## src/design/aluPkg.sv

```systemverilog
// ALU package
// word types, control byte layout, opcodes and unit result structs

`default_nettype none

package aluPkg;

	// register word and its low half
	typedef logic [63:0] aluWordT;
	typedef logic [31:0] aluHalfT;

	typedef logic [3:0] aluOpT;

	// opcodes
	localparam aluOpT opAdd   = 4'h0;
	localparam aluOpT opSub   = 4'h1;
	localparam aluOpT opAdc   = 4'h2;
	localparam aluOpT opSbb   = 4'h3;
	localparam aluOpT opTst   = 4'h4;
	localparam aluOpT opAnd   = 4'h5;
	localparam aluOpT opOr    = 4'h6;
	localparam aluOpT opXor   = 4'h7;
	localparam aluOpT opCmpNe = 4'h8;
	localparam aluOpT opCmpHs = 4'h9;
	localparam aluOpT opCmpGe = 4'hA;
	localparam aluOpT opNor   = 4'hB; // reserved
	localparam aluOpT opCmpEq = 4'hC;
	localparam aluOpT opCmpHi = 4'hD;
	localparam aluOpT opCmpGt = 4'hE;
	localparam aluOpT opCselT = 4'hF;

	// control byte, bit 5 = qword, bit 4 = zero extend, 3:0 = op
	typedef struct packed {
		logic  qWord;
		logic  zeroExt;
		aluOpT op;
	} aluCtlT;

	// flags of rs - rt at one width
	typedef struct packed {
		logic zero;
		logic carry;
		logic sign;
		logic overflow;
	} aluFlagsT;

	// arithmetic and compare unit outputs
	typedef struct packed {
		aluWordT  addSum;
		aluWordT  addSumC;
		aluWordT  subDiff;
		aluWordT  subDiffB;
		logic     addCarry32;
		logic     addCarry64;
		logic     subCarry32;
		logic     subCarry64;
		aluFlagsT flags32;
		aluFlagsT flags64;
	} aluArithT;

	// bitwise and select unit outputs
	typedef struct packed {
		aluWordT andVal;
		aluWordT orVal;
		aluWordT xorVal;
		aluWordT selVal;
		logic    tstZero32;
		logic    tstZero64;
	} aluLogicT;

endpackage

`default_nettype wire
```

## src/design/exAlu.sv

```systemverilog
// execute unit integer ALU
// add/compare and logic units feeding a one-cycle result stage

`timescale 1ns/100ps
`default_nettype none

module exAlu (
	input  logic            clock,
	input  logic            rstN,
	input  aluPkg::aluWordT rsVal,
	input  aluPkg::aluWordT rtVal,
	input  aluPkg::aluCtlT  ctl,
	input  logic            srT,
	input  logic            hold,
	output aluPkg::aluWordT resVal,
	output logic            resT
);
	import aluPkg::*;

	aluArithT arith;
	aluLogicT logicRes;

	aluAddCmp u_aluAddCmp (
		.rsVal (rsVal),
		.rtVal (rtVal),
		.srT   (srT),
		.arith (arith)
	);

	aluLogic u_aluLogic (
		.rsVal    (rsVal),
		.rtVal    (rtVal),
		.srT      (srT),
		.logicRes (logicRes)
	);

	aluResult u_aluResult (
		.clock    (clock),
		.rstN     (rstN),
		.ctl      (ctl),
		.srT      (srT),
		.hold     (hold),
		.arith    (arith),
		.logicRes (logicRes),
		.resVal   (resVal),
		.resT     (resT)
	);

endmodule

`default_nettype wire

```

## src/design/aluResult.sv

```systemverilog
// ALU result stage
// opcode decode, width and extension, registered result with hold

`timescale 1ns/100ps
`default_nettype none

module aluResult (
	input  logic             clock,
	input  logic             rstN,
	input  aluPkg::aluCtlT   ctl,
	input  logic             srT,
	input  logic             hold,
	input  aluPkg::aluArithT arith,
	input  aluPkg::aluLogicT logicRes,
	output aluPkg::aluWordT  resVal,
	output logic             resT
);
	import aluPkg::*;

	aluFlagsT flg;
	logic     signedGe;
	aluWordT  rawVal;
	aluHalfT  laneVal;
	aluWordT  nextVal;
	logic     nextT;

	// flags of the selected width
	assign flg      = ctl.qWord ? arith.flags64 : arith.flags32;
	assign signedGe = ~(flg.sign ^ flg.overflow);

	always_comb begin
		rawVal = '0;
		nextT  = srT;
		case (ctl.op)
			opAdd: rawVal = arith.addSum;
			opSub: rawVal = arith.subDiff;
			opAdc: begin
				rawVal = srT ? arith.addSumC : arith.addSum;
				nextT  = ctl.qWord ? arith.addCarry64 : arith.addCarry32;
			end
			opSbb: begin
				rawVal = srT ? arith.subDiffB : arith.subDiff;
				// borrow out is the inverted carry
				nextT  = ctl.qWord ? ~arith.subCarry64 : ~arith.subCarry32;
			end
			opTst:   nextT = ctl.qWord ? logicRes.tstZero64 : logicRes.tstZero32;
			opAnd:   rawVal = logicRes.andVal;
			opOr:    rawVal = logicRes.orVal;
			opXor:   rawVal = logicRes.xorVal;
			opCmpNe: nextT = ~flg.zero;
			opCmpHs: nextT = flg.carry;
			opCmpGe: nextT = signedGe;
			// reserved op gives zero and keeps T
			opNor:   nextT = srT;
			opCmpEq: nextT = flg.zero;
			opCmpHi: nextT = flg.carry & ~flg.zero;
			opCmpGt: nextT = signedGe & ~flg.zero;
			opCselT: rawVal = logicRes.selVal;
		endcase
	end

	// 32-bit results get zero or sign extended
	assign laneVal = rawVal[31:0];

	always_comb begin
		if (ctl.qWord) begin
			nextVal = rawVal;
		end else if (ctl.zeroExt) begin
			nextVal = {32'h0, laneVal};
		end else begin
			nextVal = {{32{laneVal[31]}}, laneVal};
		end
	end

	// output register frozen while held
	always_ff @(posedge clock) begin
		if (!rstN) begin
			resVal <= '0;
			resT   <= 1'b0;
		end else if (!hold) begin
			resVal <= nextVal;
			resT   <= nextT;
		end
	end

endmodule

`default_nettype wire

```

## src/design/aluLogic.sv

```systemverilog
// ALU bitwise and select unit
// and/or/xor words, TST zero detect and T-controlled operand select

`timescale 1ns/100ps
`default_nettype none

module aluLogic (
	input  aluPkg::aluWordT  rsVal,
	input  aluPkg::aluWordT  rtVal,
	input  logic             srT,
	output aluPkg::aluLogicT logicRes
);
	import aluPkg::*;

	aluWordT    andWord;
	logic [3:0] andZero;

	assign andWord = rsVal & rtVal;

	assign logicRes.andVal = andWord;
	assign logicRes.orVal  = rsVal | rtVal;
	assign logicRes.xorVal = rsVal ^ rtVal;

	// cselt: rs when T set
	assign logicRes.selVal = srT ? rsVal : rtVal;

	// per-block zero detect of rs & rt
	always_comb begin
		for (int b = 0; b < 4; b++) begin
			andZero[b] = (andWord[16*b +: 16] == 16'h0);
		end
	end

	assign logicRes.tstZero32 = andZero[0] & andZero[1];
	assign logicRes.tstZero64 = andZero[0] & andZero[1] & andZero[2] & andZero[3];

endmodule

`default_nettype wire

```

## src/design/aluAddCmp.sv

```systemverilog
// ALU arithmetic and compare unit
// carry-select add and subtract, flags of rs - rt at 32 and 64 bits

`timescale 1ns/100ps
`default_nettype none

module aluAddCmp (
	input  aluPkg::aluWordT  rsVal,
	input  aluPkg::aluWordT  rtVal,
	input  logic             srT,
	output aluPkg::aluArithT arith
);
	import aluPkg::*;

	// index 0 adds rt, index 1 adds ~rt
	aluWordT     rtOpd [2];

	// [kind][carry in][16-bit block]
	logic [16:0] blkSum [2][2][4];
	// [kind][carry in]
	logic [32:0] loSum [2][2];
	logic [32:0] hiSum [2][2];
	logic [64:0] fullSum [2][2];

	aluWordT     diff;
	aluHalfT     diffLo;
	logic [3:0]  partZero;
	logic        zero32;
	logic        zero64;

	// block carry picks which upper half is taken
	function automatic logic [32:0] join32(
		input logic [16:0] lo,
		input logic [16:0] hi0,
		input logic [16:0] hi1
	);
		join32 = {lo[16] ? hi1 : hi0, lo[15:0]};
	endfunction

	function automatic logic [64:0] join64(
		input logic [32:0] lo,
		input logic [32:0] hi0,
		input logic [32:0] hi1
	);
		join64 = {lo[32] ? hi1 : hi0, lo[31:0]};
	endfunction

	assign rtOpd[0] = rtVal;
	assign rtOpd[1] = ~rtVal;

	// both carry-in variants of every 16-bit block
	always_comb begin
		for (int k = 0; k < 2; k++) begin
			for (int c = 0; c < 2; c++) begin
				for (int b = 0; b < 4; b++) begin
					blkSum[k][c][b] = {1'b0, rsVal[16*b +: 16]}
						+ {1'b0, rtOpd[k][16*b +: 16]} + 17'(c);
				end
			end
		end
	end

	// join blocks into halves, then halves into words
	always_comb begin
		for (int k = 0; k < 2; k++) begin
			for (int c = 0; c < 2; c++) begin
				loSum[k][c] = join32(blkSum[k][c][0], blkSum[k][0][1], blkSum[k][1][1]);
				hiSum[k][c] = join32(blkSum[k][c][2], blkSum[k][0][3], blkSum[k][1][3]);
			end
			for (int c = 0; c < 2; c++) begin
				fullSum[k][c] = join64(loSum[k][c], hiSum[k][0], hiSum[k][1]);
			end
		end
	end

	assign arith.addSum   = fullSum[0][0][63:0];
	assign arith.addSumC  = fullSum[0][1][63:0];
	// rs + ~rt + 1 is the plain difference
	assign arith.subDiff  = fullSum[1][1][63:0];
	assign arith.subDiffB = fullSum[1][0][63:0];

	// carry out for adc/sbb with the incoming T
	assign arith.addCarry32 = srT ? loSum[0][1][32] : loSum[0][0][32];
	assign arith.addCarry64 = srT ? fullSum[0][1][64] : fullSum[0][0][64];
	assign arith.subCarry32 = srT ? loSum[1][0][32] : loSum[1][1][32];
	assign arith.subCarry64 = srT ? fullSum[1][0][64] : fullSum[1][1][64];

	// compare flags
	assign diff   = fullSum[1][1][63:0];
	assign diffLo = diff[31:0];

	always_comb begin
		for (int b = 0; b < 4; b++) begin
			partZero[b] = (diff[16*b +: 16] == 16'h0);
		end
	end

	assign zero32 = partZero[0] & partZero[1];
	assign zero64 = zero32 & partZero[2] & partZero[3];

	assign arith.flags32.zero     = zero32;
	assign arith.flags32.carry    = loSum[1][1][32];
	assign arith.flags32.sign     = diffLo[31];
	// signs differ and result sign left rs
	assign arith.flags32.overflow = (rsVal[31] ^ rtVal[31]) & (diffLo[31] ^ rsVal[31]);

	assign arith.flags64.zero     = zero64;
	assign arith.flags64.carry    = fullSum[1][1][64];
	assign arith.flags64.sign     = diff[63];
	assign arith.flags64.overflow = (rsVal[63] ^ rtVal[63]) & (diff[63] ^ rsVal[63]);

endmodule

`default_nettype wire

```

## config.mk

```make
export PLATFORM = sky130hd
export DESIGN_NAME = exAlu
export DESIGN_NICKNAME = d
export VERILOG_FILES = /design/src/design/aluPkg.sv /design/src/design/exAlu.sv /design/src/design/aluResult.sv /design/src/design/aluLogic.sv /design/src/design/aluAddCmp.sv
export SDC_FILE = /design/constraint.sdc
export NUM_CORES = 1
export LEC_CHECK = 0
export BUFFER_PORTS_ARGS = -buffer_cell sky130_fd_sc_hd__buf_2
export CAP_MARGIN = 20
export CORE_MARGIN = 8
export CORE_UTILIZATION = 62
export CTS_CLUSTER_DIAMETER = 200
export DETAILED_ROUTE_END_ITERATION = 12
export PLACE_DENSITY = 0.84
export SLEW_MARGIN = 20
export SYNTH_ARGS = -nofsm -noshare
export SYNTH_HDL_FRONTEND = slang
export SYNTH_SLANG_ARGS = --single-unit
```

## constraint.sdc

```tcl
create_clock -name clock -period 6.34 [get_ports clock]
set_clock_uncertainty 0.05 [all_clocks]
set_input_delay 0.317 -clock clock [delete_from_list [all_inputs] [get_ports clock]]
set_output_delay 0.317 -clock clock [all_outputs]
set_load 0.05 [all_outputs]
```

* Word level (Yosys, flattened, before mapping)
Index checks and enable logic that the tools add are counted.
** Word-level totals
- Register bits :: 65
- Output and inout bits :: 65
- Word-level logic and storage cells :: 91
** Operators by class
- $add $sub $neg :: 16
- Eq/ne operators :: 14
- Mux-type cells :: 27
- Bitwise gates (word level) :: 23
- Reductions and logical operators :: 9
** Operators by type and width (count)
- 64-bit one-hot mux with 8 select lines :: 1
- 64-bit 2-to-1 mux :: 5
- 16-bit by 16-bit adder with 17-bit output :: 8
- 17-bit by 1-bit adder with 17-bit output, second input constant :: 8
- 17-bit 2-to-1 mux :: 8
- 33-bit 2-to-1 mux :: 4
- 16-bit zero test :: 8
- 64-bit AND :: 1
- 64-bit NOT :: 1
- 64-bit bitwise OR :: 1
- 64-bit XOR :: 1
- 4-bit equality test, second input constant :: 7
- 4-bit by 3-bit equality test with 1-bit output, second input constant :: 4
- 1-bit AND :: 10
- 1-bit one-hot mux with 9 select lines :: 1
- 4-bit by 2-bit equality test with 1-bit output, second input constant :: 2
- 1-bit 2-to-1 mux :: 7
- 1-bit XOR :: 5
- 4-bit by 1-bit equality test with 1-bit output, second input constant :: 1
- 4-bit zero test :: 1
- 4-bit 2-to-1 mux :: 1
- 1-bit NOT :: 4

* Depth between registers and ports, before layout
- Word-level depth :: 13
- Gate-level depth with buffers :: 21
- Depth with buffers taken out :: 20

* Cells and area by module
Synthesis repeated with hierarchy kept, for this count alone.
** Second synthesis, totals
- Cells, all modules :: 3049
- Area, all modules :: 21438.1 um^2
** Modules (own cells, without submodules)
- aluAddCmp :: instances 1, cells an instance 1824, area each 12304.3 um^2, sequential area each 0.0 um^2
- aluResult :: instances 1, cells an instance 741, area each 6044.5 um^2, sequential area each 1301.2 um^2
- aluLogic :: instances 1, cells an instance 484, area each 3089.2 um^2, sequential area each 0.0 um^2

* Worst setup path before layout
OpenSTA, ideal clock, no wires.
- Path kind :: input -> register
- Start point :: input port rtVal[0]
- End point :: register u_aluResult.resT
- Setup time :: 0.131 ns
- Arrival time :: 4.944 ns
- Path slack :: 1.215 ns
- Cell stages on the path :: 20
- Buffers on the path :: 1
- Cells stage by stage :: inv_1 -> ha_1 -> fa_1 -> nor2b_1 -> o22a_1 -> xnor2_1 -> nand4_1 -> or4_1 -> buf_2 -> or4_4 -> o31ai_2 -> and3_1 -> mux2i_1 -> nand2_1 -> or4_1 -> nor4_1 -> and4_1 -> a41oi_1 -> o211ai_1 -> nand3_1
** Between the ends
- Longest elaborated chain between the ends :: 12
** RTL lines
- start, declared :: line exAlu.sv:11 : input aluPkg::aluWordT rtVal,
- 64-bit NOT :: line aluAddCmp.sv:49 : assign rtOpd[1] = ~rtVal;
- 16-bit by 16-bit adder with 17-bit output :: line aluAddCmp.sv:57 : + {1'b0, rtOpd[k][16*b +: 16]} + 17'(c);
- 17-bit by 1-bit adder with 17-bit output :: line aluAddCmp.sv:57
- 17-bit 2-to-1 mux :: line aluAddCmp.sv:37 : join32 = {lo[16] ? hi1 : hi0, lo[15:0]};
- 16-bit zero test / 33-bit 2-to-1 mux (equally long branches) :: line aluAddCmp.sv:94, aluAddCmp.sv:45
- 1-bit AND (tied with other cells) :: line aluAddCmp.sv:98 : assign zero32 = partZero[0] & partZero[1];
- 1-bit AND (on tied branches) :: line aluAddCmp.sv:99, aluAddCmp.sv:110
- 1-bit AND / 4-bit 2-to-1 mux (equally long branches) :: line aluAddCmp.sv:99, aluResult.sv:28
- 4-bit 2-to-1 mux / 1-bit XOR (equally long branches) :: line aluResult.sv:28, aluResult.sv:29
- 1-bit NOT (on tied branches)
- 1-bit AND (on tied branches) :: line aluResult.sv:57, aluResult.sv:56
- 1-bit one-hot mux with 9 select lines * :: line aluResult.sv:34 : case (ctl.op)
- end signal, assigned :: line aluResult.sv:82 : resT <= nextT;
- end, declared :: line aluResult.sv:16 : output logic resT
Every way passes the cells marked *; elsewhere a longest branch is shown, timed or not.
A chain may end at the register's enable or synchronous reset.

* Worst setup path after layout
Ends and elaborated chain as after synthesis.

==> reports/metrics.cfg <==
[logic_synthesis]
ys.flop_type = dfxtp_1
synth-seq-area-share_pct = 7.12
synthArstFlopShare_pct = 0
synthesis.nets = 2971
synth_top_area_share_pct = 13.7
ys_top_cells_by_area = ha_1 (14%), xnor2_1 (10%), dfxtp_1 (7.1%), nor2_1 (4.5%), nand2_1 (4.4%)
synth_cell_types = 96
yosysWarnings = 0
yosys.area.top_type = ha_1
ys_ff_latch = 65
synth_edf_count = 0
synth_area_sq_mm = 0.0183
syn_inst = 2625
syn_avg_cell_area_sq_um = 6.97

[sta]
fin_crit_sh_pct = 91.8
grt_setup_unrepaired = no
hold_viol_final = 0
slew_headroom_pct = 23.7
fin_setup_tns_ns = 0
worst_pin_slew_ns = 1.14
max_freq_mhz = 172
drv_slew = 0
holdWs_ns = 0.299
post-route-min-period_ns = 5.82
setup_viol = 0

[critical_path]
reg2reg_to = u_aluResult.resT
crit_end = u_aluResult.resT
r2r_cells = 6
startpoint = rtVal[0]
endpoint_kind = flop
cp_max_fo = 10
rr_startpoint = u_aluResult.resT
regToRegSetupSlack_ns = 4.64
start_kind = primary input
arrival_ns = 6.01
required_ns = 6.53
worstSetupPathType = primary input to flop

[job]
max_cap_violations = 0

[power_and_ir_drop]
finalPower_mw = 3.10
power_per_cell_area_mw_per_mm2 = 155
p_leak_nw = 8.60
ir_drop_mv = 0.107

[final_layout]
final_common_cell = nor2_1
drive_gt1_share_pct = 11.8
layout.nets = 3092
syn2layout_area_growth_pct = 9.29
final_cells = 3144
finalInstanceArea_sq_mm = 0.0200
layout_common_cells = nor2_1 (218), nand2_1 (213), xnor2_1 (212), inv_1 (206), buf_2 (201)

[drt]
wl_per_cell_um = 22.0
ant_nets = 0
vias_per_cell = 6.75
drtIter0Drc = 2409
routed_wl_um = 69000
drcViolationCount = 0
vias = 21200
dr.pass1.iters = 6

[cts]
cts_inserted_buffers = 9
post_cts_resized = 0
tritoncts = built
clk_pin_slew_ns = 0.07
cts_setup_buffers = 0
insertion_delay_ns = 0.36
cts_buffer_depth = 2
htree_levels = 3
cts.hold.buffers_added = 0
cts_root_buf = clkbuf_16
cts_sinks = 65

[placement]
post-place-cells = 3125
dp_hpwl_um = 52800
placedInstanceArea_sq_mm = 0.0197
port_buffers = 202
gp_congestion = 0.980

[grt]
grt_overflow = 0
grt_pass1_wl_um = 107000
grt_usage_pct = 36.6
grt_start_max_net_pins = 54
antenna_found_initial = 6
grt_pass1_vias = 20000

[floorplanning]
initial_core_util_pct = 62.4
die_x_um = 188
core-area_sq_mm = 0.0293
rows = 63
dieArea_sq_mm = 0.0352
io_pins = 203
fp.dieH_um = 188

[hold_path]
hold_path.class = primary input to flop
hold_depth = 3

[run_status]
outcome = finished, final reports clean

[cell usage after synthesis (all sizes together) (34+ instances only)]
cell    count
nor2      221
nand2     214
nand3      64
mux2i      74
a221oi     62
nand2b     34
a21o       42
nor3       97
o22ai      69
xnor2     213
inv       206
o221ai     38
clkbuf    123
xor2       80
dfxtp      65
ha        200
nor2b      47
nor4       40
o21ai     139
a21oi     136
[worst max-delay path: stages]
cell	delay, ns
buf_2	0.10
inv_1	0.06
ha_1	0.22
fa_1	0.42
nor2b_1	0.18
o22a_1	0.20
xnor2_1	0.36
nand4_1	0.23
or4_1	0.77
or4_4	0.53
o31ai_2	0.44
a21boi_0	0.24
a2111oi_2	0.34
nand3_1	0.12
or4_1	0.51
nor4_1	0.25
and4_1	0.26
a41oi_1	0.18
o211ai_1	0.21
nand3_1	0.09
[layer usage]
layer | routed length [um] | up-vias | share of wire, % | GRT usage (%)
met5 | 53 | - | 0.077 | 0
met4 | 2960 | 8 | 4.3 | 16.1
met3 | 7350 | 212 | 11 | 7.24
met2 | 30200 | 1266 | 44 | 57.9
met1 | 28400 | 9975 | 41 | 47.5
li1 | - | 9754 | - | -
[registers in the layout, summed over array words and instances (netlist names)]
register / flops
u_aluResult.resVal: 64
u_aluResult.resT: 1
[stage by stage]
stage,utilization (%),setup slack [ns]
after floorplan,-,1.22
after global placement,67.0,0.480
after detailed placement,67.0,0.301
after CTS,68.1,0.677
after global routing,68.1,0.236
final,68.1,0.520
[power by group]
| part | switching (mW) | internal, mW | total (mW) |
|---|---|---|---|
| sequential | 0.0161 | 0.432 | 0.448 |
| clock | 0.232 | 0.345 | 0.577 |
| combinational | 1.33 | 0.745 | 2.08 |
| total | 1.58 | 1.52 | 3.10 |
[kinds of logic (layout without fill, tap and decap cells)]
family	Yosys count	count (layout)	synth area share, %
AND/OR/NAND/NOR	891	891	24.6
buffers and inverters	354	480	7.39
other	0	3	0
flip-flops	65	65	7.12
multiplexers	74	74	4.21
AO/OA/AOI/OAI	740	740	28.0
XOR/XNOR	293	293	14.1
adder cells (fa/ha/maj)	208	208	14.6
[worst min-delay path by stage]
stage	startpoint	endpoint	slack [ns]
floorplan	hold	u_aluResult.resVal[31]	0.55
global placement	u_aluResult.resVal[5]	u_aluResult.resVal[5]	0.40
detailed placement	u_aluResult.resVal[5]	u_aluResult.resVal[5]	0.41
CTS	hold	u_aluResult.resVal[23]	0.29
global route	hold	u_aluResult.resVal[23]	0.33
finish	hold	u_aluResult.resVal[23]	0.30
[final cells by class]
class | count | area (sq um)
Timing Repair Buffer | 257 | 1430
Multi-Input combinational cell | 2206 | 15700
Inverter | 207 | 777
Fill cell | 2660 | 9340
Clock inverter | 7 | 93.8
Tap cell | 390 | 488
Clock buffer | 9 | 225
Sequential cell | 65 | 1300
Antenna cell | 3 | 7.51
Power figures use the tool's default switching activity.
